File: src/hw/msx_cart_settings.svh
`ifndef MSX_CART_SETTINGS_SVH
`define MSX_CART_SETTINGS_SVH

////////////////////////////////////////
// cartridge bus
////////////////////////////////////////

`define MSX_ADDR_W          16
`define MSX_DATA_W          8

////////////////////////////////////////
// sd controller window in the bios slot
////////////////////////////////////////

`define SDC_SDATA           16'h7C00    // sector buffer, 512 bytes
`define SDC_ENABLE          16'h7E00
`define SDC_CMD             16'h7E01
`define SDC_STATUS          16'h7E02
`define SDC_SADDR           16'h7E03    // 4 bytes, lsb first
`define SDC_CTYPE           16'h7E0F
`define SDC_END             16'h7EFF

// mapper config i/o port
`define MEGARAM_PORT        8'h8F

`define SECTOR_BYTES_LOG2   9
`define PHASE_W             3           // 8 clocks per bus phase

`endif

File: src/hw/msx_cart_pkg.sv
`default_nettype none

package msx_cart_pkg;

    ////////////////////////////////////////
    // bus vectors
    ////////////////////////////////////////

    typedef logic [15:0] addr_t;        // cpu address
    typedef logic [7:0]  byte_t;        // data or mux byte

    // sd side
    typedef logic [31:0] sector_t;
    typedef logic [8:0]  buf_addr_t;    // offset in 512 byte sector

    // external mux, active low, one slot at a time
    typedef logic [2:0]  msel_t;
    typedef logic [2:0]  phase_t;

    ////////////////////////////////////////
    // mapper selection
    ////////////////////////////////////////

    typedef enum logic [1:0] {
        KONAMI     = 2'd0,
        KONAMI_SCC = 2'd1,
        ASCII16    = 2'd2,
        ASCII8     = 2'd3
    } mapper_type_e;

endpackage

`default_nettype wire

File: src/hw/cart_bus_io.sv
`default_nettype none

`include "msx_cart_settings.svh"

module cart_bus_io (
    input  wire logic                clk108_w,
    input  wire logic                ram_enabled_w,
    input  wire msx_cart_pkg::addr_t addr,
    input  wire msx_cart_pkg::byte_t cdin,
    input  wire logic                iorq_n,
    input  wire logic                m1_n,
    input  wire logic                rd_n,
    input  wire logic                wr_n,
    input  wire logic                sltsl_n,
    input  wire msx_cart_pkg::byte_t rd_data,
    input  wire logic                rd_claim,
    output msx_cart_pkg::byte_t      cd_out,
    output logic                     datadir,
    output msx_cart_pkg::mapper_type_e mapper_type,
    output logic                     scc_enable
);
    import msx_cart_pkg::*;

    logic port_wr;

    ////////////////////////////////////////
    // mapper config port
    ////////////////////////////////////////

    // i/o cycles ignore the slot select
    assign port_wr = ~iorq_n & m1_n & ~wr_n & rd_n
                   & (addr[`MSX_ADDR_W/2-1:0] == `MEGARAM_PORT);

    always_ff @(posedge clk108_w or negedge ram_enabled_w) begin
        if (!ram_enabled_w) begin
            mapper_type <= KONAMI;
            scc_enable  <= 1'b0;
        end else if (port_wr) begin
            scc_enable <= 1'b0;
            case (cdin)
                8'h05: begin
                    mapper_type <= KONAMI_SCC;
                    scc_enable  <= 1'b1;
                end
                8'h16:   mapper_type <= ASCII16;
                8'h08:   mapper_type <= ASCII8;
                default: mapper_type <= KONAMI;
            endcase
        end
    end

    ////////////////////////////////////////
    // data bus out
    ////////////////////////////////////////

    always_ff @(posedge clk108_w) begin
        cd_out <= rd_claim ? rd_data : 8'hFF;  // unclaimed read floats high
    end

    // drive only for a read in our slot
    assign datadir = ~(~sltsl_n & ~rd_n);

endmodule

`default_nettype wire

File: config.mk
export PLATFORM = sky130hd
export DESIGN_NAME = cart_bus_io
export DESIGN_NICKNAME = d
export VERILOG_FILES = /design/src/hw/msx_cart_pkg.sv /design/src/hw/cart_bus_io.sv
export VERILOG_INCLUDE_DIRS = /design/src /design/src/hw
export SDC_FILE = /design/constraint.sdc
export NUM_CORES = 1
export LEC_CHECK = 0
export BUFFER_PORTS_ARGS = -buffer_cell sky130_fd_sc_hd__buf_2
export CAP_MARGIN = 15
export CORE_MARGIN = 2
export CORE_UTILIZATION = 30
export DETAILED_ROUTE_END_ITERATION = 7
export PLACE_DENSITY = 0.85
export SYNTH_ARGS = -nofsm -noshare
export SYNTH_HDL_FRONTEND = slang
export SYNTH_SLANG_ARGS = --single-unit
File: constraint.sdc
create_clock -name clk108_w -period 0.87 [get_ports clk108_w]
set_clock_uncertainty 0.05 [all_clocks]
set_input_delay 0.0435 -clock clk108_w [delete_from_list [all_inputs] [get_ports clk108_w]]
set_output_delay 0.0435 -clock clk108_w [all_outputs]
set_load 0.05 [all_outputs]
==> flow_summary.toml <==
[pwr]
power_density_nw_per_um2 = 1270
p_leak_nw = 0.460
finalPower_mw = 1.21
peakVddDrop_v = 0.000978

[clock_tree]
post_cts_buffers = 0
clk_latency_ns = 0.28
cts_root_buf = "clkbuf_4"
clockBufferDepth = 2
h-tree-depth = 1
numCtsBuffers = 3
clkSinkCount = 11
clk_pin_slew_ns = 0.07
cts_tree = "done"

[synthesis]
avgSynthCellArea_um2 = 12.2
seq_area_frac_synth_pct = 55.1
synthMuxAreaShare_pct = 7.92
synth_simple_gate_area_share_pct = 33.1
synth-xor-area-share_pct = 0
synth_adder_area_share_pct = 0
synth_cell_type_count = 14
synth_warnings = 0
synth-seq-cells = 11
syn_nets = 75
synthesis.area_um2 = 427
synth_top_family_by_area = "simple AND/OR/NAND/NOR gates"
syn_inst = 35
synth_compound_area_share_pct = 3.81

[sta]
rsz0062_at_grt = "true"
worst_slew_pin_slew_ns = 0.364
finalSetupTns_ns = -0.824
hold_ws_ns = 0.0332
finalCriticalPeriod_ns = 1.11
hold_viol = 0
fmax_ghz = 0.904
finalCritPeriodShare_pct = 127
slew_violations = 0
slew_headroom_pct = 75.1
finalWorstSetupSlack_ns = -0.236
setup_viol = 6

[worst_setup_path]
cp-start-kind = "input pin"
end_kind = "flop"
r2r-start = "mapper_type[1]"
reg2reg_depth = 1
r2r_slack_ns = 0.04
required_ns = 0.99
timing.rr.end = "mapper_type[1]"
criticalPathCategory = "input pin to flop"
arrival_ns = 1.22
path_max_fanout = 3

[cells_and_area]
syn_to_final_growth_pct = 122
instances_no_fill = 113
fin_util_pct = 71.9
drive_above_1_share_pct = 68.4
antenna_cells = 0
num-nets-final = 139
n_fill_cell = 88
design_area_um2 = 947

[route]
wl_met1_um = 417
wl_met3_um = 107
post_drt_wl_per_cell_um = 12.8
drc = 0
wl_met2_um = 910
vias = 527
drt_iter0_drc = 4
drtAntennaViolNets = 0
highest_layer = "met4"
drt_wl_total_um = 1450
drtPass1Iterations = 2
via_per_inst = 4.66

[place]
place_area_um2 = 719
pre_cts_slack_ns = -0.541
hpwl_um = 1010
dp_cells = 99
place_congestion = 0.652
portBuffers = 43

[grt]
grt_pass1_wl_um = 2390
grt_pass1_vias = 589
grt_usage_pct = 18.9
antenna_found_initial = 0
gr-total-overflow = 0
grt_max_degree = 9

[floorplanning]
die_h_um = 41.7
die_w_um = 41.7
initial_core_util_pct = 32.4
dieArea_um2 = 1740
core_area_um2 = 1320
fp-row-count = 13
io_pins = 52

[worst_hold_path]
hold_path_class = "input pin to async pin"

[flow_run]
cap_violations = 0

[status]
outcome = "finished, violations left"
violations = "setup timing"
-- synth_stat cells --
cell,number,area [um^2]
nand3b_1,1,7.51
a2111oi_0,1,8.76
nand4b_1,3,26.3
or4b_1,2,20.0
or2_2,1,6.26
dfxtp_1,8,160
nor3_2,1,10.0
mux2_2,3,33.8
a211oi_1,1,7.51
nor4_1,1,6.26
dfrtp_1,3,75.1
or3_1,1,6.26
or3b_1,1,8.76
nand2b_1,8,50.1
-- how the worst max path moves through the flow --
| stage | from | end | cells after the start |
|---|---|---|---|
| finish | addr[5] | scc_enable | 4 |
| global route | addr[5] | scc_enable | 4 |
| CTS | addr[5] | scc_enable | 4 |
| detailed placement | addr[5] | scc_enable | 4 |
| global placement | addr[5] | mapper_type[0] | 4 |
| floorplan | addr[5] | mapper_type[0] | 3 |
-- what timing repair did --
| item | 4_1_cts | 5_1_grt |
|---|---|---|
| endpoints found under the setup margin | 14 | 14 |
| hold endpoints to repair | 11 | 0 |
| resized for setup | 24 | 11 |
| pin swaps | 0 | 0 |
| hold buffers | 10 | 0 |
-- power breakdown --
part	total, mW	switching (mW)	leakage, nW	internal (mW)
logic	0.304	0.141	0.336	0.163
registers	0.540	0.0108	0.107	0.529
clock network	0.362	0.191	0.0177	0.171
total	1.21	0.343	0.460	0.863
-- final cells by class --
class	instances	area, um^2	area share, %
well taps	15	18.8	1.98
multi-input cells	24	205	21.7
clock buffers	3	22.5	2.38
repair buffers	59	450	47.6
clock inverters	1	5.00	0.528
flip-flops and latches	11	245	25.9
-- state kept, by name, summed over array words and instances (netlist names) --
name / count
scc_enable: 1
cd_out: 8
mapper_type: 2
-- routing by layer --
metal  track usage, %  vias to the layer above
met5                0                        -
met4             7.74                        0
met3             8.26                        2
met2             39.4                       22
met1             13.9                      248
li1                 -                      255
-- logic make-up after synthesis --
family / Yosys count
flops: 11
compound gates: 2
mux: 3
simple gates: 19
-- critical path, cell delays in order --
cell	delay, ns
buf_6	0.09
or4b_4	0.54
nor3_4	0.19
mux2_2	0.36
-- layout by cell type, fill, tap and decap left out --
cell,count
mux2_4,1
nand4b_1,3
mux2_2,2
dfxtp_2,8
nor3_4,1
or2_2,1
clkbuf_4,3
nand3b_1,1
buf_8,4
nor4_1,1
a2111oi_0,1
buf_6,8
nand2b_1,8
or4b_1,1
buf_2,31
buf_4,6
or3_1,1
dfrtp_1,3
or3b_1,1
or4b_4,1
dlygate4sd3_1,10
clkinv_2,1
a211oi_1,1
No activity file was read; power rests on OpenSTA's default activity.
