**src/hw/msx_cart_settings.svh**
```systemverilog
`ifndef MSX_CART_SETTINGS_SVH
`define MSX_CART_SETTINGS_SVH

////////////////////////////////////////
// cartridge bus
////////////////////////////////////////

`define MSX_ADDR_W          16
`define MSX_DATA_W          8

////////////////////////////////////////
// sd controller window in the bios slot
////////////////////////////////////////

`define SDC_SDATA           16'h7C00    // sector buffer, 512 bytes
`define SDC_ENABLE          16'h7E00
`define SDC_CMD             16'h7E01
`define SDC_STATUS          16'h7E02
`define SDC_SADDR           16'h7E03    // 4 bytes, lsb first
`define SDC_CTYPE           16'h7E0F
`define SDC_END             16'h7EFF

// mapper config i/o port
`define MEGARAM_PORT        8'h8F

`define SECTOR_BYTES_LOG2   9
`define PHASE_W             3           // 8 clocks per bus phase

`endif

```
**src/hw/msx_cart_pkg.sv**
```systemverilog
`default_nettype none

package msx_cart_pkg;

    ////////////////////////////////////////
    // bus vectors
    ////////////////////////////////////////

    typedef logic [15:0] addr_t;        // cpu address
    typedef logic [7:0]  byte_t;        // data or mux byte

    // sd side
    typedef logic [31:0] sector_t;
    typedef logic [8:0]  buf_addr_t;    // offset in 512 byte sector

    // external mux, active low, one slot at a time
    typedef logic [2:0]  msel_t;
    typedef logic [2:0]  phase_t;

    ////////////////////////////////////////
    // mapper selection
    ////////////////////////////////////////

    typedef enum logic [1:0] {
        KONAMI     = 2'd0,
        KONAMI_SCC = 2'd1,
        ASCII16    = 2'd2,
        ASCII8     = 2'd3
    } mapper_type_e;

endpackage

`default_nettype wire

```
**src/hw/bus_phase_seq.sv**
```systemverilog
`default_nettype none

`include "msx_cart_settings.svh"

module bus_phase_seq (
    input  wire logic           clk108_w,
    input  wire logic           ram_enabled_w,
    output msx_cart_pkg::msel_t msel_n,
    output logic                dot_ena
);
    import msx_cart_pkg::*;

    phase_t phase_q;

    // free running, wraps every 8 clocks
    always_ff @(posedge clk108_w or negedge ram_enabled_w) begin
        if (!ram_enabled_w) begin
            phase_q <= '0;
        end else begin
            phase_q <= phase_q + `PHASE_W'(1);
        end
    end

    ////////////////////////////////////////
    // select pattern, two clocks per slot
    ////////////////////////////////////////

    // upper bits pick the slot, bit 0 marks its second half
    always_ff @(posedge clk108_w or negedge ram_enabled_w) begin
        if (!ram_enabled_w) begin
            msel_n  <= 3'b111;
            dot_ena <= 1'b0;
        end else begin
            dot_ena <= phase_q[0] && (phase_q[`PHASE_W-1:1] != 2'b11); // none in idle slot
            case (phase_q[`PHASE_W-1:1])
                2'b00:   msel_n <= 3'b110;  // a0-a7
                2'b01:   msel_n <= 3'b101;  // a8-a15
                2'b10:   msel_n <= 3'b011;  // merq, iorq, m1
                default: msel_n <= 3'b111;  // idle
            endcase
        end
    end

endmodule

`default_nettype wire

```
**config.mk**
```make
export PLATFORM = sky130hd
export DESIGN_NAME = bus_phase_seq
export DESIGN_NICKNAME = d
export VERILOG_FILES = /design/src/hw/msx_cart_pkg.sv /design/src/hw/bus_phase_seq.sv
export VERILOG_INCLUDE_DIRS = /design/src /design/src/hw
export SDC_FILE = /design/constraint.sdc
export NUM_CORES = 1
export LEC_CHECK = 0
export ABC_CLOCK_PERIOD_IN_PS = 2100
export BUFFER_PORTS_ARGS = -buffer_cell sky130_fd_sc_hd__buf_2
export CORE_AREA = 2 2 39 41
export CTS_CLUSTER_SIZE = 10
export DETAILED_ROUTE_END_ITERATION = 7
export DIE_AREA = 0 0 41 43
export PLACE_DENSITY_LB_ADDON = 0.05
export SYNTH_ARGS = -nofsm -noshare
export SYNTH_HDL_FRONTEND = slang
export SYNTH_SLANG_ARGS = --single-unit
```
**constraint.sdc**
```tcl
create_clock -name clk108_w -period 2.1 [get_ports clk108_w]
set_clock_uncertainty 0.1 [all_clocks]
set_input_delay 0.42 -clock clk108_w [delete_from_list [all_inputs] [get_ports clk108_w]]
set_output_delay 0.42 -clock clk108_w [all_outputs]
set_load 0.03 [all_outputs]
```
==> results of run 1 <==
## where the power goes
| group | switching, W | total [W] | internal, W |
|---|---|---|---|
| logic | 0.00000264 | 0.00000453 | 0.00000190 |
| clock network | 0.0000474 | 0.000120 | 0.0000724 |
| registers | 0 | 0.000135 | 0.000135 |
## area by class of cell
cell class / instances / area, um2
Sequential cell: 7 / 179
Inverter: 1 / 3.75
Clock buffer: 4 / 26.3
Timing Repair Buffer: 6 / 35.0
Multi-Input combinational cell: 6 / 47.5
Fill cell: 155 / 1070
Tap cell: 16 / 20.0
## cell families (layout without fill, tap and decap cells)
logic type	after synthesis	count (layout)
AND/OR/NAND/NOR	3	3
adder cells (fa/ha/maj)	1	1
flip-flops	7	7
XOR/XNOR	1	1
AO/OA/AOI/OAI	1	1
buffers and inverters	1	11
## synth_stat cells
master	n
dfrtp_1	4
dfstp_2	3
nand2b_1	2
a21boi_0	1
ha_1	1
inv_1	1
or2_1	1
xor2_1	1
## registers in the layout, indices dropped and copies added, names as in the netlist
register  flops
phase_q       3
msel_n        3
dot_ena       1
## metal layers
layer  global-route usage, %  part of all wire [%]  vias up
li1                        -                     -       63
met1                    6.91                    39       63
met2                    7.19                    48        5
met3                    4.71                   9.5        2
met4                    10.0                   2.8        0
met5                       0                     0        -
## timing repair
action,in CTS,in global routing
hold buffers,1,0
resized for setup,0,0
hold endpoints to repair,4,0
## final timing paths
kind                          startpoint          to  slack [ns]  cells past startpoint
max in group asynchronous  ram_enabled_w   msel_n[0]        1.24                      2
min in group asynchronous  ram_enabled_w  phase_q[2]        0.44                      2
min                           phase_q[0]  phase_q[0]        0.35                      1
min reg2reg                   phase_q[0]  phase_q[0]        0.35                      1
max reg2reg                   phase_q[1]  phase_q[2]        1.11                      2
max                            msel_n[2]   msel_n[2]        0.64                      1
## metrics by stage
step,cell area (um2),std cells,worst slack (ns),hold slack [ns],util (%)
3_5_place_dp,275,35,0.903,0.160,19.9
6_report,312,40,0.641,0.351,22.5
2_1_floorplan,230,14,0.992,0.0244,-
4_1_cts,312,40,0.628,0.353,22.5
3_3_place_gp,275,35,0.907,0.162,19.9
5_1_grt,312,40,0.594,0.385,22.5
==> out/qor.txt, run 1 <==
run status = finished clean
crit-path cells = buf_2
per-cell routed wire length = 8.95 um
Iter 0 DRT Violations = 0
Synth Register Bits = 7
Clk pin slew, worst setup/hold paths = 0.05 ns
DRC viols = 0
Post-CTS Setup Bufs = 0
chip width = 41 um
Worst Path Buf+Inv = 1
most frequent cells in the layout = 5 x buf_2, 4 x dfrtp_1, 3 x clkbuf_4, 3 x dfstp_2, 2 x nand2b_1
Final min period = 1.46 ns
Sink Count = 7
count of final max-slew check failures = 0
synth unique cells = 8
RD Place Congestion = 0.558
Slew HR = 89.5%
Max Fclk = 0.685 GHz
Core Area = 0.00138 mm2
Seq/Total Area, Yosys = 77.7%
Crit. End Element = primary output
max cap viols = 0
clk root buf = clkbuf_4
Final Cycle Share = 69.5%
CTS Buf Count = 3
Simple-Gate Fraction of Synth Area = 8.15%
Post-Synth Adder-Cell Area = 5.43%
vias in the first global route = 146
Ys Warns = 0
PortBufs = 5
Die Ht = 43 um
WL final = 358 um
gr ovfl total = 0
Req. time, crit path = 1.58 ns
gr usage total = 6.88%
RSZ-0062 raised after global routing = no
commonest non-fill, non-tap cell in the layout = buf_2
Pleak = 0.159 nW
IO Count = 6
share of layout cells above drive strength 1 = 45.8%
initial antenna violation count = 0
Power, Total = 0.000260 W
XOR/XNOR Fraction of Synth Area = 3.80%
vias = 133
Antenna Nets Post-Route = 0
Critical Path AT = 0.94 ns
Startpoint Class = flop
syn_nets = 17
via/cell ratio = 3.33
DIE AREA = 0.00176 mm2
pwr/cell area = 833 mW/mm2
DR pass1 iterations = 1
Initial Util = 16.6%
top post-synthesis cells by area = dfrtp_1 43%, dfstp_2 34%, ha_1 5.4%
area delta synth->final = 35.3%
Hold Fails Final Rpt = 0
Synth top area share = 43.5%
endpoints failing setup = 0
largest family of logic cells by synthesized area = simple AND/OR/NAND/NOR gates
mux contribution to synthesized area = 0%
Crit Path Category = reg -> out
Antenna diodes = 0
CTS tree = done
min-delay worst type = reg -> reg
pin count of the biggest net entering global routing = 8
Compound-Gate Fraction of Synth Area = 3.26%
first-pass GRT wire length = 669 um
worst slew pin tran = 0.157 ns
worst-skew pair later-pin latency = 0.25 ns
Clock Tree Buf Depth = 2
fin nets = 28
VDD IR max = 0.000218 V
crit path max fanout = 1
post-synthesis cell count = 14
leading area contributor after synthesis = dfrtp_1
H-tree depth = 1
max incr delay on CP = 0.51 ns
Cell Area, Synth = 230 um2
Top delay family on crit path = flip-flops
slowest cell on the critical path = dfstp_2
setup TNS = 0 ns
floorplan row count = 14
Syn Area/Cell = 16.4 um2
Note: power is estimated with default switching activity, not from simulation.
==> run 2: changes to the inputs <==
Settings changed: ABC_AREA set to 1, ABC_CLOCK_PERIOD_IN_PS 2100 to 1200.
Clock period 2.1 ns to 1.2 ns, I/O delays scaled along.
==> out/qor.txt, run 2 <==
placed insts = 40 (+14%)
Req. time, crit path = 0.86 ns (-0.72 ns)
H-tree depth = 1 (unchanged)
post-synthesis cell count = 19 (+5)
violated checks = negative setup slack
Clock Tree Buf Depth = 2 (unchanged)
top flop regs = msel_n x3, phase_q x3, dot_ena x1
vias = 153 (+15%)
Iter 0 DRT Violations = 1 (+1)
initial antenna violation count = 0 (unchanged)
Hold Fails Final Rpt = 0 (unchanged)
pwr/cell area = 1380 mW/mm2 (+65%)
share of layout cells above drive strength 1 = 41.4% (-4.5 points)
gr ovfl total = 0 (unchanged)
DRC viols = 0 (unchanged)
Seq/Total Area, Yosys = 76.5% (-1.2 points)
RD Place Congestion = 0.647 (+16%)
Top delay family on crit path = flip-flops
per-cell routed wire length = 8.49 um (-5.2%)
pin count of the biggest net entering global routing = 8 (unchanged)
CTS Buf Count = 3 (unchanged)
dpl cell area = 279 um2 (+1.4%)
mux contribution to synthesized area = 0% (unchanged)
Power, Total = 0.000460 W (+77%)
Compound-Gate Fraction of Synth Area = 2.14% (-1.1 points)
min-delay worst type = in -> async
Simple-Gate Fraction of Synth Area = 9.63% (+1.5 points)
syn_nets = 22 (+5)
Syn Area/Cell = 12.3 um2 (-25%)
VDD IR max = 0.000469 V (+120%)
IO Count = 6 (unchanged)
Die Ht = 43 um (unchanged)
PortBufs = 5 (unchanged)
Setup WS post-layout = -0.0307 ns (-0.672 ns)
endpoints failing setup = 3 (+3)
largest family of logic cells by synthesized area = simple AND/OR/NAND/NOR gates
Slew HR = 89.4% (-0.15 points)
chip width = 41 um (unchanged)
Crit. End Element = primary output
final core occ = 24.1% (+1.6 points)
Pleak = 0.166 nW (+4.5%)
setup TNS = -0.0870 ns (-0.0870 ns)
DR pass1 iterations = 2 (+1)
clk root buf = clkbuf_4
first-pass GRT wire length = 593 um (-11%)
run status = complete, but fails checks
Startpoint Class = flop
max incr delay on CP = 0.52 ns (about the same)
Post-Synth Adder-Cell Area = 5.35% (-0.087 points)
Sink Count = 7 (unchanged)
max cap viols = 0 (unchanged)
WL final = 382 um (+6.7%)
gr usage total = 5.86% (-1.0 points)
XOR/XNOR Fraction of Synth Area = 0% (-3.8 points)
Initial Util = 16.9% (+0.27 points)
Post-CTS Setup Bufs = 0 (unchanged)
Synth Register Bits = 7 (unchanged)
RSZ-0062 raised after global routing = yes
Crit Path Category = reg -> out
floorplan row count = 14 (unchanged)
via/cell ratio = 3.40 (+2.3%)
Finished Layout Cells = 45 (+13%)
Antenna Nets Post-Route = 0 (unchanged)
commonest non-fill, non-tap cell in the layout = nand2_1
worst-skew pair later-pin latency = 0.25 ns (about the same)
area delta synth->final = 42.8%
design area = 334 um2 (+7.2%)
Critical Path AT = 0.89 ns (-0.05 ns)
top_reg_cell synth = dfrtp_1
Synth top area share = 42.8% (-0.70 points)
slowest cell on the critical path = dfstp_2
crit-path cells = buf_6
commonest cells in the netlist = 6 x nand2_1, 4 x dfrtp_1, 3 x dfstp_2, 3 x inv_1
asr flop ratio synth = 100% (unchanged)
fillers = 141 (-9.0%)
leading area contributor after synthesis = dfrtp_1
Max Fclk = 0.813 GHz
Antenna diodes = 0 (unchanged)
most common cell in the netlist = nand2_1
Ys Warns = 0 (unchanged)
CTS tree = done
Core Area = 0.00138 mm2 (unchanged)
top post-synthesis cells by area = dfrtp_1 43%, dfstp_2 34%, nand2_1 9.6%
Final Cycle Share = 103%
Cell Area, Synth = 234 um2 (+1.6%)
DP HPWL = 283 um
Post-synth EDFFs = 0 (unchanged)
synth unique cells = 7 (-1)
Worst Path Buf+Inv = 1 (unchanged)
Clk pin slew, worst setup/hold paths = 0.05 ns (about the same)
Final min period = 1.23 ns
fin nets = 33 (+18%)
count of final max-slew check failures = 0 (unchanged)
crit path max fanout = 1 (unchanged)
DIE AREA = 0.00176 mm2 (unchanged)
most frequent cells in the layout = 6 x nand2_1, 4 x dfrtp_1
vias in the first global route = 157 (+7.5%)
worst slew pin tran = 0.159 ns (+0.00226 ns)
==> run 2: final timing paths <==
kind,start,to,slack [ns],cells after the start
max in group asynchronous,ram_enabled_w,msel_n[0],0.52,2
worst max-delay path,msel_n[1],msel_n[1],-0.03,1
worst max register to register,phase_q[1],phase_q[2],0.26,3
worst min-delay path,ram_enabled_w,dot_ena,0.25,2
min in group clk108_w,phase_q[0],phase_q[0],0.35,1
worst min register to register,phase_q[0],phase_q[0],0.35,1
==> run 2: layout make-up <==
cell class	instances	area, um2	share of cell area, %
sequential	7	179	53.6
inverter	4	15.0	4.49
tap	16	20.0	5.99
multi-input combinational	8	40.0	12.0
timing repair buffer	6	53.8	16.1
clock buffer	4	26.3	7.87
==> run 2: timing repair <==
item,4_1_cts,5_1_grt
resized for setup,6,0
endpoints found under the setup margin,3,3
hold buffers,1,0
hold endpoints to repair,7,0
==> run 2: cell families (layout without fill, tap and decap cells) <==
group                    Yosys count  after routing
AO/OA/AOI/OAI                      1              1
adder cells (fa/ha/maj)            1              1
buffers and inverters              4             14
flip-flops                         7              7
AND/OR/NAND/NOR                    6              6
==> run 2: report_power, final <==
part | switching [W] | total [W] | leakage [nW] | internal (W)
clock | 0.0000878 | 0.000215 | 0.0150 | 0.000127
combinational | 0.00000468 | 0.00000799 | 0.0668 | 0.00000332
sequential | 0 | 0.000237 | 0.0838 | 0.000237
==> run 2: through the flow <==
stage                     worst slack [ns]  hold slack [ns]
after global routing               -0.0558            0.270
after floorplan                      0.272           -0.156
final                              -0.0307            0.248
after global placement               0.187          -0.0183
after CTS                          -0.0421            0.251
after detailed placement             0.182          -0.0154
==> run 2: layer usage <==
layer	vias to the layer above	wire length [um]	track usage (%)
li1	75	-	-
met1	72	159	5.92
met2	6	180	6.88
met3	0	42	3.14
met4	0	0	8.00
met5	-	0	0
