--- config.mk ---
export PLATFORM = sky130hd
export DESIGN_NAME = bus_capture
export DESIGN_NICKNAME = d
export VERILOG_FILES = /design/src/hw/msx_cart_pkg.sv /design/src/hw/bus_capture.sv
export VERILOG_INCLUDE_DIRS = /design/src /design/src/hw
export SDC_FILE = /design/constraint.sdc
export NUM_CORES = 1
export LEC_CHECK = 0
export BUFFER_PORTS_ARGS = -buffer_cell sky130_fd_sc_hd__buf_2
export CAP_MARGIN = 20
export CORE_ASPECT_RATIO = 1.4
export CORE_MARGIN = 1.5
export CORE_UTILIZATION = 47
export CTS_BUF_LIST = sky130_fd_sc_hd__clkbuf_2 sky130_fd_sc_hd__clkbuf_4 sky130_fd_sc_hd__clkbuf_8
export DETAILED_ROUTE_END_ITERATION = 8
export PLACE_DENSITY = 0.74
export SLEW_MARGIN = 20
export SYNTH_ARGS = -nofsm -noshare
export SYNTH_HDL_FRONTEND = slang
export SYNTH_SLANG_ARGS = --single-unit
--- constraint.sdc ---
create_clock -name clk108_w -period 1.55 [get_ports clk108_w]
set_input_delay 0.0775 -clock clk108_w [delete_from_list [all_inputs] [get_ports clk108_w]]
set_output_delay 0.0775 -clock clk108_w [all_outputs]
set_load 0.01 [all_outputs]
--- src/hw/msx_cart_settings.svh ---
`ifndef MSX_CART_SETTINGS_SVH
`define MSX_CART_SETTINGS_SVH

////////////////////////////////////////
// cartridge bus
////////////////////////////////////////

`define MSX_ADDR_W          16
`define MSX_DATA_W          8

////////////////////////////////////////
// sd controller window in the bios slot
////////////////////////////////////////

`define SDC_SDATA           16'h7C00    // sector buffer, 512 bytes
`define SDC_ENABLE          16'h7E00
`define SDC_CMD             16'h7E01
`define SDC_STATUS          16'h7E02
`define SDC_SADDR           16'h7E03    // 4 bytes, lsb first
`define SDC_CTYPE           16'h7E0F
`define SDC_END             16'h7EFF

// mapper config i/o port
`define MEGARAM_PORT        8'h8F

`define SECTOR_BYTES_LOG2   9
`define PHASE_W             3           // 8 clocks per bus phase

`endif

--- src/hw/msx_cart_pkg.sv ---
`default_nettype none

package msx_cart_pkg;

    ////////////////////////////////////////
    // bus vectors
    ////////////////////////////////////////

    typedef logic [15:0] addr_t;        // cpu address
    typedef logic [7:0]  byte_t;        // data or mux byte

    // sd side
    typedef logic [31:0] sector_t;
    typedef logic [8:0]  buf_addr_t;    // offset in 512 byte sector

    // external mux, active low, one slot at a time
    typedef logic [2:0]  msel_t;
    typedef logic [2:0]  phase_t;

    ////////////////////////////////////////
    // mapper selection
    ////////////////////////////////////////

    typedef enum logic [1:0] {
        KONAMI     = 2'd0,
        KONAMI_SCC = 2'd1,
        ASCII16    = 2'd2,
        ASCII8     = 2'd3
    } mapper_type_e;

endpackage

`default_nettype wire

--- src/hw/bus_capture.sv ---
`default_nettype none

`include "msx_cart_settings.svh"

module bus_capture (
    input  wire logic                clk108_w,
    input  wire logic                ram_enabled_w,
    input  wire logic                dot_ena,
    input  wire msx_cart_pkg::msel_t msel_n,
    input  wire msx_cart_pkg::byte_t mp,
    input  wire msx_cart_pkg::byte_t cd_pin,
    input  wire logic                rd_n_pin,
    input  wire logic                wr_n_pin,
    input  wire logic                sltsl_n_pin,
    output msx_cart_pkg::addr_t      addr,
    output msx_cart_pkg::byte_t      cdin,
    output logic                     merq_n,
    output logic                     iorq_n,
    output logic                     m1_n,
    output logic                     rd_n,
    output logic                     wr_n,
    output logic                     sltsl_n
);
    import msx_cart_pkg::*;

    localparam int SYNC_W = 2 * `MSX_DATA_W + 3;

    logic [SYNC_W-1:0] sync1_q;
    logic [SYNC_W-1:0] sync2_q;
    byte_t             mp_s;
    byte_t             cd_s;
    logic              rd_n_s;
    logic              wr_n_s;
    logic              sltsl_n_s;
    logic [2:0]        grp_d1;
    logic [2:0]        grp_d2;
    byte_t             addr_lo_q;
    byte_t             addr_hi_q;

    ////////////////////////////////////////
    // pin synchronizers
    ////////////////////////////////////////

    always_ff @(posedge clk108_w) begin
        sync1_q <= {sltsl_n_pin, wr_n_pin, rd_n_pin, cd_pin, mp};
        sync2_q <= sync1_q;
    end

    assign {sltsl_n_s, wr_n_s, rd_n_s, cd_s, mp_s} = sync2_q;

    // slot strobes delayed to line up with the synchronized mux byte
    always_ff @(posedge clk108_w or negedge ram_enabled_w) begin
        if (!ram_enabled_w) begin
            grp_d1 <= '0;
            grp_d2 <= '0;
        end else begin
            grp_d1 <= ~msel_n & {3{dot_ena}};
            grp_d2 <= grp_d1;
        end
    end

    ////////////////////////////////////////
    // latches
    ////////////////////////////////////////

    always_ff @(posedge clk108_w) begin
        if (grp_d2[0]) addr_lo_q <= mp_s;
        if (grp_d2[1]) addr_hi_q <= mp_s;
        if (grp_d2[2]) begin
            addr <= {addr_hi_q, addr_lo_q};     // whole address moves with the control byte
            if (sltsl_n_s || rd_n_s) cdin <= cd_s; // skip while we drive cd
        end
    end

    always_ff @(posedge clk108_w or negedge ram_enabled_w) begin
        if (!ram_enabled_w) begin
            merq_n  <= 1'b1;
            iorq_n  <= 1'b1;
            m1_n    <= 1'b1;
            rd_n    <= 1'b1;
            wr_n    <= 1'b1;
            sltsl_n <= 1'b1;
        end else if (grp_d2[2]) begin
            merq_n  <= mp_s[0];
            iorq_n  <= mp_s[1];
            m1_n    <= mp_s[7];
            rd_n    <= rd_n_s;
            wr_n    <= wr_n_s;
            sltsl_n <= sltsl_n_s;
        end
    end

endmodule

`default_nettype wire

==> results of run 1 <==
==> registers in the layout (all words and copies together) (netlist names) <==
register,cells
addr_lo_q,8
grp_d1,3
addr_hi_q,8
m1_n,1
wr_n,1
cdin,8
sltsl_n,1
iorq_n,1
merq_n,1
rd_n,1
addr,16
sync1_q,19
grp_d2,3
sync2_q,19
==> where the power goes <==
| group | switching [mW] | internal [mW] |
|---|---|---|
| registers | 0.0431 | 2.59 |
| clock network | 0.754 | 0.928 |
| logic | 0.0694 | 0.125 |
| total | 0.867 | 3.65 |
==> cell type report <==
| cell class | instances | area (um^2) |
|---|---|---|
| Tap cell | 64 | 80.08 |
| Sequential cell | 90 | 2270 |
| Timing Repair Buffer | 83 | 565.5 |
| Clock inverter | 6 | 88.84 |
| Clock buffer | 10 | 131.4 |
| Fill cell | 332 | 1628 |
| Multi-Input combinational cell | 10 | 116.4 |
==> cells in the mapped netlist <==
master,n
edfxtp_1,40
dfxtp_1,38
dfrtp_1,6
dfstp_2,6
mux2_4,6
nor2b_1,3
buf_6,1
o21a_1,1
==> metrics by stage <==
step / setup WS [ns] / util / cells / hold WS, ns
final: 0.4377 / 0.6664 / 263 / 0.1539
after CTS: 0.4314 / 0.6664 / 263 / 0.1267
after floorplan: 0.08619 / - / 101 / -0.2181
after global routing: 0.4101 / 0.6664 / 263 / 0.1603
after global placement: 0.6033 / 0.5679 / 221 / -0.04128
after detailed placement: 0.5899 / 0.5679 / 221 / -0.02851
==> what timing repair did <==
action                                  4_1_cts  5_1_grt
resized for setup                             0        0
endpoints found under the setup margin        0        0
hold buffers                                 26        0
hold endpoints to repair                     34        0
==> routing by layer <==
| layer | part of all wire | vias to the layer above | GRT usage |
|---|---|---|---|
| met1 | 0.38 | 517 | 0.1264 |
| li1 | - | 540 | - |
| met2 | 0.56 | 45 | 0.2354 |
| met3 | 0.055 | 5 | 0.03493 |
| met4 | 0.0078 | 0 | 0.08893 |
| met5 | 0 | - | 0 |
==> cells by family after synthesis <==
| kind of cell | synth area share |
|---|---|
| flip-flops | 0.9468 |
| multiplexers | 0.03758 |
| AND/OR/NAND/NOR | 0.007830 |
| AO/OA/AOI/OAI | 0.003133 |
| buffers and inverters | 0.004697 |
==> worst max-delay path, cell delays in order <==
cell and delay (ns):
dlygate4sd3_1 0.54, buf_2 0.12, nor2b_1 0.10, dlygate4sd3_1 0.55
==> worst max path at each step <==
stage                               end  slack (ns)  cells past startpoint
floorplan             cdin[0]$_DFFE_PP_        0.09                      2
global placement      cdin[1]$_DFFE_PP_        0.60                      2
detailed placement    cdin[2]$_DFFE_PP_        0.59                      2
CTS                                rd_n        0.43                      1
global route                       rd_n        0.41                      1
finish              grp_d1[0]$_DFF_PN0_        0.44                      4
==> impl_summary.md, run 1 <==
Status
The flow ran to the end, and the final reports show no timing, DRC or antenna violations.

STA
The timing-limited maximum frequency is between 800 and 900 MHz. Setup repair after global routing left no endpoint under its margin. Between clock sinks in the finished design, the worst skew comes to about 0.011 ns. The part of the cycle the worst path needs is 0.7176.

For the pin with the worst max-slew slack, the measured transition is approximately 0.32 ns. The setup violation total in the final timing report is 0. The relative max-transition margin is 0.7876. The max-slew violation count came to 0. The final number of hold-violating endpoints came to 0.

The final critical-path required period is between 1 and 1.5 ns. The total negative slack is 0 ns.

CTS
The total clock buffers created by CTS is 9. The clock passes through at most 2 buffers. Clock latency on the worst-skew pair, taken at its later pin, is 0.34 ns. The buffers inserted during post-CTS setup optimization is 0. The number of clock sinks seen by CTS is 90. TritonCTS built the clock tree.

The clock transition at the registers of the reported paths is around 0.090 ns. CTS built an H-tree with a depth of 3. The buffer cell driving the clock tree root is clkbuf_8.

Synth
The net count of the mapped netlist is around 130. The area share of the leading cell type in the synthesized netlist is 0.5010. The warning count from the yosys run is 0. The synthesized design contains 90 register bits. Counting distinct cell types in the post-synthesis netlist gives 8.

Synthesis handed over a netlist of 101 instances. The dominant cell type by area after synthesis is edfxtp_1. The average instance in the mapped netlist occupies approximately 24 um^2.

For this run, the register share of the synthesized area comes to 0.9468. Sorting the synthesized cells by area gives the leading types as edfxtp_1, dfxtp_1, dfstp_2. The synthesized netlist occupies a cell area of between 0.002 and 0.0025 mm^2.

Routing
The average detailed-routed wire length per instance is between 10 and 15 um. The first-pass iteration count of the detailed router is 4. The total detailed-routing wirelength is around 3.2 mm. The routed via count divided by cell count is 4.209. For this block, the via count after detailed routing is 1,107. The detailed router finished its first iteration with 22 violations. The count of nets left with antenna violations after detail routing is 0. For this run, design rule violations remaining after detail routing come to 0.

Cells and area
Of the cells placed in the final design, the portion with a size suffix greater than 1 is 0.4271. The cell area after layout is 0.003252 mm^2. The final layout contains ~220 nets.

The top cell types in the final layout, fill and taps aside, are buf_2, edfxtp_1, dfxtp_1, dlygate4sd3_1, clkbuf_8. The antenna diode instance count is 0. The most common library cell in the layout ignoring fill and taps is buf_2. The area growth from synthesis to layout is 35.65%.

GRT
The first global-routing pass estimated slightly above 5 mm of wire. Entering global routing, the biggest net connects 17 pins. The number of global-route vias before repair is approximately 1,200. Across every metal layer, demand over resource in global routing totals 0.1292. The global route total overflow is 0.

The number of antenna violations at the first check in global routing is 0.

Worst setup path
The worst register-to-register path ends at cdin[4]$_DFFE_PP_. Across all register-to-register paths, the minimum setup slack is 0.59 ns. STA classifies the critical path endpoint as a register. The worst setup path startpoint is msel_n[0]. The worst reg-to-reg path cell count is 2. In this run the worst path has a maximum fanout of 1. The worst setup path is launched from a primary input. The class of the most critical setup path is in -> reg. The critical path arrival is 1.39 ns. The reg-to-reg startpoint is grp_d2[2]$_DFF_PN0_. For the worst setup path, the data required time is 1.83 ns.

Floorplan
The die area is around 0.0055 mm^2. 55 I/O pins were placed. The floorplan step set the die width to 63.36 um.

The floorplan step defined a core boundary enclosing 0.004880 mm^2. The die height is around 88 um. The number of rows in the core area is 30. The initial utilization of the core area, before any placement, comes to 0.4913.

Place
Once detailed placement completed, the half-perimeter wirelength came to 2.057 mm. The placed standard-cell area is between 0.002 and 0.003 mm^2. The final estimated routing congestion in global placement is ~0.65. The count of buffers added on input and output ports is 54.

Hold path
The path type of the worst min-delay path is in -> async.

Pwr
VDD sags by at most 819.8 uV. Dividing total power by cell area gives a power density of 1388 mW/mm^2. The leakage power summed over all cells is between 1 and 1.5 nW. The power consumption is 4.514 mW.

Job
The tool flagged a number of max-cap violations equal to 0.
No activity file was read; power rests on OpenSTA's default activity.
==> inputs of run 2 (changes only) <==
--- a/config.mk
+++ b/config.mk
@@ -6,6 +6,7 @@
 export SDC_FILE = /design/constraint.sdc
 export NUM_CORES = 1
 export LEC_CHECK = 0
+export ABC_AREA = 1
 export BUFFER_PORTS_ARGS = -buffer_cell sky130_fd_sc_hd__buf_2
 export CAP_MARGIN = 20
 export CORE_ASPECT_RATIO = 1.4
==> constraint.sdc (replaced) <==
create_clock -name clk108_w -period 1 [get_ports clk108_w]
set_input_delay 0.05 -clock clk108_w [delete_from_list [all_inputs] [get_ports clk108_w]]
set_output_delay 0.05 -clock clk108_w [all_outputs]
set_load 0.01 [all_outputs]
==> run 2 against run 1 <==
Against the previous run: the flow now finishes with violations (negative setup slack); synthesized area is 1.6% lower; first-iteration DRC count down 9.1%; global-route usage up 0.42 points; routed wire length decreased by 0.78%; critical path depth down 3; design area about the same; core utilization up 0.46 points; total power is 49% higher; combinational power is 57% higher; sequential power increased by 55%; highest routed layer unchanged.
==> impl_summary.md, run 2 <==
STA
Timing would allow up to approximately 950 MHz. The final number of hold-violating endpoints came to 0 (unchanged). The smallest setup slack after layout is -0.05369 ns (-0.4914 ns). The maximum clock skew at final layout is 0.01053 ns (+0.000003600 ns). The max-slew violation count is 0 (unchanged). The relative max-transition margin came to 0.7926 (+0.004978). The transition time at the pin with the least slew margin is 0.3111 ns (-0.007466 ns). The setup violation total in the final timing report is 6 (+6). The routed design could run at a clock period as short as roughly 1.1 ns.

The part of the cycle the worst path needs is 1.054. Setup repair after global routing could not meet its margin everywhere.

Synth
The flip-flop and latch count after synthesis is 90 (unchanged). edfxtp_1 is the most common cell in the netlist. The area share of the leading cell type in the synthesized netlist is 0.5090 (+0.007970). The flip-flop cell with the highest count after synthesis is edfxtp_1. The net count of the mapped netlist came to 139 (+10%). The share of the synthesized area in compound gates (AO/OA/AOI/OAI) was 0 (-0.003132). The sequential area share after synthesis is 0.9618 (+0.01506). The multiplexer fraction of the synthesized cell area came to 0 (-0.03758).

The simple-gate portion of the synthesized area is 0.03499 (+0.02717). The adder-cell share of the synthesized area was 0 (unchanged). The post-synthesis instance area is 0.002360 mm^2 (-1.6%). The synthesized instance count is 114 (+13%). Ranked by total cell area, the synthesized netlist is headed by edfxtp_1, dfxtp_1, dfstp_2. The biggest area contributor in the post-synthesis netlist is edfxtp_1.

The share of flip-flops with an asynchronous set or reset is 0.1333 (unchanged). The count of cell types in the netlist came to 8 (unchanged). The dominant combinational cell family by area after synthesis is simple AND/OR/NAND/NOR gates. The xor and xnor fraction of the mapped netlist area is 0 (unchanged). The number of flops mapped to enable cells by yosys came to 40 (unchanged). Ranked by instance count, the synthesized netlist is headed by edfxtp_1, dfxtp_1, nand2_1. The synthesized area per cell came to 20.70 um^2 (-13%). The warning count from the yosys run came to 0 (unchanged).

Floorplan
The floorplan core area is 0.004842 mm^2 (-0.77%). The x dimension of the die came to 62.89 um (-0.75%). The starting density of the core was 0.4873 (-0.003944). The number of rows in the core area is 30 (unchanged). The number of top-level pins was 55 (unchanged).

The die area came to 0.005461 mm^2 (-1.5%). The die height is 86.84 um (-0.76%).

CTS
The total clock buffers created by CTS is 9 (unchanged). The clock insertion delay at the later pin of the skew report is 0.34 ns (about the same). The count of H-tree levels built during CTS came to 3 (unchanged). The buffer cell driving the clock tree root is clkbuf_8. TritonCTS built the clock tree. The number of buffers on the longest clock path came to 2 (unchanged). The clock transition at the registers of the reported paths came to 0.08 ns (about the same). The number of clock sinks seen by CTS is 90 (unchanged).

Cells and area
The cell area after layout is 0.003249 mm^2 (about the same). The library cell used most frequently in the layout, excluding fill and tap cells, is buf_2. The antenna diode instance count is 0 (unchanged). The number of inserted filler cells in the final layout was 321 (-3.3%).

The library cells used most frequently in the layout, excluding fill and tap cells, are buf_2, edfxtp_1, dfxtp_1, dlygate4sd3_1, nand2_1. The fraction of final layout cells sized beyond drive strength 1 is 0.3934 (-0.03377). The area growth from synthesis to layout is 37.70%. In the final layout, the registers with the most flip-flops are sync1_q (19), sync2_q (19), addr (16). The total area of sequential cells was 0.002273 mm^2 (+0.17%).

The area of the multi-input gates came to 105.1 um^2 (-9.7%). The total number of nets in the final design is 231 (+5.5%).

Routing
The total detailed-routing wirelength was 3.169 mm (-0.78%). The average detailed-routed wire length per instance is 11.52 um (-5.1%). The total DRC errors in the routed layout is 0 (unchanged). The first-pass iteration count of the detailed router is 2 (-2).

The detailed-route via count is 1,126 (+1.7%). The count of nets left with antenna violations after detail routing came to 0 (unchanged). The initial DRC count came to 20 (-9.1%).

The routed via count divided by cell count is 4.095 (-2.7%).

Worst setup path
The worst setup path is of the reg -> out kind. The family with the most delay on the worst path is flip-flops. The number of buffers and inverters on the critical path is 1 (-2). The highest-delay cell along the critical path is dfstp_2. The largest driver fanout on the critical path is 2 (+1). The endpoint required time on the critical path came to 0.95 ns (-0.88 ns). The critical path starts at merq_n$_DFFE_PN1P_. The startpoint identified for the worst register-to-register timing path is grp_d2[2]$_DFF_PN0_. The maximum cell stage delay along the critical path is 0.56 ns (about the same). The capturing element type of the critical path is an output port. The critical path arrival was 1.00 ns (-0.39 ns). The startpoint type of the worst setup path is a register.

The critical path goes through buf_6.

Status
The run finished, with violations left. The final reports fail on negative setup slack.

GRT
The layer with the highest usage is met2. The met2 track utilization from global routing is 0.2176 (-0.01781). The global route total overflow is 0 (unchanged). The met3 usage is 0.06234 (+0.02741). The met1 layer usage reported by global route came to 0.1359 (+0.009595). The global-route total usage across every layer is 0.1335 (+0.004234). The pin count of the biggest net entering global routing is 17 (unchanged).

The global-route wire length before repair is 5.119 mm (+0.25%). The number of global-route vias before repair was 1,148 (-1.8%). The number of antenna violations at the first check in global routing is 0 (unchanged).

Pwr
The ratio of total power to cell area came to 2069 mW/mm^2 (+49%). The maximum vdd drop is 1492 uV (+82%). The leakage power summed over all cells is 1.360 nW (+1.5%).

Place
The HPWL reported at the end of detailed placement is 2.092 mm (+1.7%). The worst slack after detailed placement is 0.04049 ns (-0.5495 ns). The number of port buffers was 54 (unchanged).

The placed standard-cell area is 0.002764 mm^2 (-0.27%). The final estimated routing congestion in global placement is 0.7020 (+8.7%).

Hold path
The path type of the worst min-delay path is in -> async.

Job
The max-cap violation count is 0 (unchanged).
## run 2: changes by cell type in the layout (fill, tap and decap cells not counted), sizes merged, moves of 2 or more
cell | previous run | this run
nand2 | 0 | 19
mux2 | 6 | 0
nor2 | 0 | 3
nor2b | 3 | 0
dlygate4sd3 | 26 | 24
inv | 1 | 3
## run 2: through the flow
stage          power, mW  utilization  setup TNS [ns]  cells  hold slack (ns)
2_1_floorplan      4.220            -         -0.4314    114          -0.2456
3_3_place_gp       4.340       0.5708               0    234         -0.07086
3_5_place_dp       4.360       0.5708               0    234         -0.06817
4_1_cts            6.788       0.6705         -0.3548    275          0.09266
5_1_grt            7.009       0.6711         -0.5358    275           0.1051
6_report           6.724       0.6711         -0.2509    275           0.1056
## run 2: area by class of cell
type / instances / area share
flip-flops and latches: 90 / 0.6997
repair buffers: 81 / 0.1794
clock buffers: 10 / 0.04043
multi-input cells: 22 / 0.03235
well taps: 64 / 0.02464
clock inverters: 6 / 0.02041
inverters: 2 / 0.003080
## run 2: repair_timing
item / 4_1_cts / 5_1_grt
setup buffers: 1 / 0
endpoints found under the hold margin: 34 / 0
hold buffers: 24 / 0
resized for setup: 6 / 1
setup endpoints to repair: 6 / 9
## run 2: kinds of logic (layout without fill, tap and decap cells)
family        Yosys count  count (layout)
buf+inv                 2              99
simple gates           22              22
flops                  90              90
## run 2: metal layers
metal,share of wire,vias up
li1,-,568
met1,0.38,511
met2,0.53,42
met3,0.067,5
met4,0.017,0
met5,0,-
## run 2: path summary, 6_finish.rpt
| check | endpoint | slack, ns | cells after the start |
|---|---|---|---|
| hold / removal | grp_d2[0]$_DFF_PN0_ | 0.11 | 2 |
| hold reg to reg | sync2_q[9]$_DFF_P_ | 0.32 | 0 |
| setup / recovery | merq_n | -0.05 | 1 |
| min in group clk108_w | sync2_q[9]$_DFF_P_ | 0.32 | 0 |
| setup reg to reg | cdin[7]$_DFFE_PP_ | 0.05 | 2 |
| max in group asynchronous | rd_n$_DFFE_PN1P_ | 0.62 | 2 |
## run 2: where the power goes
group          switching, mW  total (mW)  internal [mW]
clock network           1.14        2.32           1.19
logic                  0.117       0.305          0.188
registers             0.0785        4.09           4.02
==> inputs of run 3 (changes only) <==
--- a/config.mk
+++ b/config.mk
@@ -9,12 +9,11 @@
 export ABC_AREA = 1
 export BUFFER_PORTS_ARGS = -buffer_cell sky130_fd_sc_hd__buf_2
 export CAP_MARGIN = 20
-export CORE_ASPECT_RATIO = 1.4
-export CORE_MARGIN = 1.5
+export CORE_MARGIN = 2
 export CORE_UTILIZATION = 47
 export CTS_BUF_LIST = sky130_fd_sc_hd__clkbuf_2 sky130_fd_sc_hd__clkbuf_4 sky130_fd_sc_hd__clkbuf_8
 export DETAILED_ROUTE_END_ITERATION = 8
-export PLACE_DENSITY = 0.74
+export PLACE_DENSITY_LB_ADDON = 0.08
 export SLEW_MARGIN = 20
 export SYNTH_ARGS = -nofsm -noshare
 export SYNTH_HDL_FRONTEND = slang
==> run 3 against run 2 <==
Against the previous run: the flow still finishes with violations (negative setup slack); routed wire length rose by 4.6%; non-clock buffer count down 1; via count rose by 1.8%; register-to-register slack about the same; sequential power about the same; clock-buffer cell count up 2; die area up 2.6%; global-route usage grew 0.28 points; clock power increased by 12%; design area barely moved; maximum frequency rose by 1.5%; worst setup slack improved by 0.016 ns; largest cell class unchanged; highest routed layer unchanged.
==> impl_summary.md, run 3 (same netlist as run 2, synthesis figures left out) <==
Status
The run finished, with violations left. The checks that failed: negative setup slack.

Routing
The total DRC errors in the routed layout is 0 (unchanged). The detailed-route via count is 1,146 (+1.8%). The first-pass iteration count of the detailed router is 4 (+2).

The wire length the detailed router placed on met1 is 1.366 mm (+13%). The count of nets left with antenna violations after detail routing was 0 (unchanged). The total detailed-routing wirelength is 3.316 mm (+4.6%). The average detailed-routed wire length per instance is 11.97 um (+3.9%).

The met2 layer wire length in the routed design is 1.611 mm (-4.9%). The initial DRC count was 26 (+30%). The met3 layer wire length in the routed design is 253 um (+19%). The highest routed metal layer is met4. The routed via count divided by cell count is 4.137 (+1.0%).

STA
Setup repair after global routing could not meet its margin everywhere. The smallest setup slack after layout is -0.03812 ns (+0.01556 ns). The minimum hold slack is 0.09701 ns (-0.008612 ns). The final critical-path required period is 1.038 ns (-0.01556 ns). The transition time at the pin with the least slew margin is 0.3524 ns (+0.04127 ns). The part of the cycle the worst path needs is 1.038 (-0.01556). The max-slew violation count came to 0 (unchanged). The maximum clock skew at final layout came to 0.007683 ns (-0.002852 ns). The relative max-transition margin is 0.7651 (-0.02751). The setup violation total in the final timing report is 6 (unchanged). The timing-limited maximum frequency is 963.3 MHz (+1.5%). The final number of hold-violating endpoints is 0 (unchanged). The total negative slack is -0.1796 ns (+0.07131 ns).

Cells and area
In the final layout, the registers with the most flip-flops are sync1_q (19), sync2_q (19), addr (16). The total number of nets in the final design is 230 (-0.43%). The fraction of final layout cells sized beyond drive strength 1 is 0.3952 (+0.001873). The antenna diode instance count is 0 (unchanged). The library cell used most frequently in the layout, excluding fill and tap cells, is buf_2. The utilization after layout is 0.6795 (+0.008418). The number of cells in the finished layout apart from fillers is 277 (+0.73%). The cell area after layout came to 0.003252 mm^2 (about the same). Leaving out fill and tap cells, the most frequent cells in the layout are buf_2, edfxtp_1, dfxtp_1, dlygate4sd3_1, nand2_1. The number of inserted filler cells in the final layout is 330 (+2.8%).

The area growth from synthesis to layout is 37.80% (about the same).

Worst setup path
The reg2reg setup slack came to 0.04 ns (about the same). The largest driver fanout on the critical path was 2 (unchanged). The endpoint of the worst-slack reg-to-reg timing path is cdin[0]$_DFFE_PP_. The setup path with the least slack is of type reg -> out. The endpoint required time on the critical path came to 0.95 ns (about the same). The highest-delay cell along the critical path is dfstp_2. The capturing element type of the critical path is an output port. The number of buffers and inverters on the critical path is 1 (unchanged). The reg-to-reg startpoint is grp_d2[2]$_DFF_PN0_. The family with the most delay on the worst path is flip-flops.

Walking the worst path, the cells encountered are buf_6. The maximum cell stage delay along the critical path came to 0.55 ns (about the same). The critical path arrival is 0.99 ns (about the same). The startpoint type of the worst setup path is a register. The worst reg-to-reg path cell count is 2 (unchanged).

CTS
The clock transition at the registers of the reported paths is 0.08 ns (about the same). The total clock buffers created by CTS came to 9 (unchanged). The buffer cell driving the clock tree root is clkbuf_8. TritonCTS built the clock tree. The count of H-tree levels built during CTS is 3 (unchanged). The number of clock sinks seen by CTS is 90 (unchanged).

The number of buffers on the longest clock path is 2 (unchanged). The clock insertion delay at the later pin of the skew report is 0.35 ns (about the same).

Floorplan
The x dimension of the die is 74.86 um (+19%). The starting density of the core came to 0.4931 (+0.005733). The die area was 0.005603 mm^2 (+2.6%).

The die height is 74.86 um (-14%). The floorplan core area is 0.004786 mm^2 (-1.2%). The number of rows in the core area is 25 (-17%). The number of top-level pins was 55 (unchanged).

Place
The placed standard-cell area was 0.002755 mm^2 (-0.32%). The number of port buffers is 54 (unchanged). The final estimated routing congestion in global placement was 0.7307 (+4.1%). The worst slack after detailed placement is 0.04316 ns (+0.002671 ns).

The HPWL reported at the end of detailed placement is 2.156 mm (+3.1%). The cell total after placement was 237 (+1.3%).

Pwr
The power consumption was 6.989 mW (+3.9%). The ratio of total power to cell area came to 2149 mW/mm^2 (+3.9%). The maximum vdd drop was 1422 uV (-4.7%). The leakage power summed over all cells is 1.372 nW (+0.89%).

GRT
The pin count of the biggest net entering global routing was 16 (-1). The global route total overflow came to 0 (unchanged). The global-route wire length before repair came to 5.085 mm (-0.66%). The number of global-route vias before repair is 1,162 (+1.2%). The number of antenna violations at the first check in global routing is 0 (unchanged). The global-route total usage across every layer is 0.1362 (+0.002766).

Job
The max-cap violation count is 0 (unchanged).

Hold path
The tightest min-delay check is of the in -> async type.
## run 3: worst max-delay path by stage
stage          cells past startpoint                  to                start  slack [ns]
3_3_place_gp                       1  addr[14]$_DFFE_PP_  grp_d2[2]$_DFF_PN0_        0.05
3_5_place_dp                       2   cdin[3]$_DFFE_PP_  grp_d2[2]$_DFF_PN0_        0.04
6_report                           1                wr_n     wr_n$_DFFE_PN1P_       -0.04
5_1_grt                            1              merq_n   merq_n$_DFFE_PN1P_       -0.09
4_1_cts                            1                wr_n     wr_n$_DFFE_PN1P_       -0.06
2_1_floorplan                      2   cdin[0]$_DFFE_PP_  grp_d2[2]$_DFF_PN0_       -0.05
## run 3: layout make-up
cell class,instances,area [um^2],share of cell area
Timing Repair Buffer,80,563.0,0.1731
Inverter,2,7.507,0.002309
Sequential cell,90,2273,0.6991
Tap cell,67,83.83,0.02578
Multi-Input combinational cell,22,105.1,0.03232
Clock buffer,12,143.9,0.04425
Clock inverter,4,75.07,0.02309
## run 3: timing repair
action	in CTS	in global routing
hold buffers	24	0
hold endpoints to repair	34	0
resized for setup	6	0
setup buffers	0	0
setup endpoints to repair	6	6
## run 3: worst reg2reg max path: cells and delay by family, from the launching register on
family / cells / cell delay [ns]
AND/OR/NAND/NOR: 2 / 0.19
flip-flops: 1 / 0.53
## run 3: power breakdown
group          internal (mW)  total, mW  leakage [nW]  switching, mW
Clock                   1.48       2.61         0.115           1.13
Combinational          0.176      0.287         0.422          0.111
Sequential              4.02       4.09         0.835         0.0725
Total                   5.68       6.99          1.37           1.31
## run 3: per-layer routing
metal	vias up	GRT usage
met5	-	0
met3	9	0.08568
met2	44	0.2154
met1	525	0.1343
li1	568	-
met4	0	0.08333
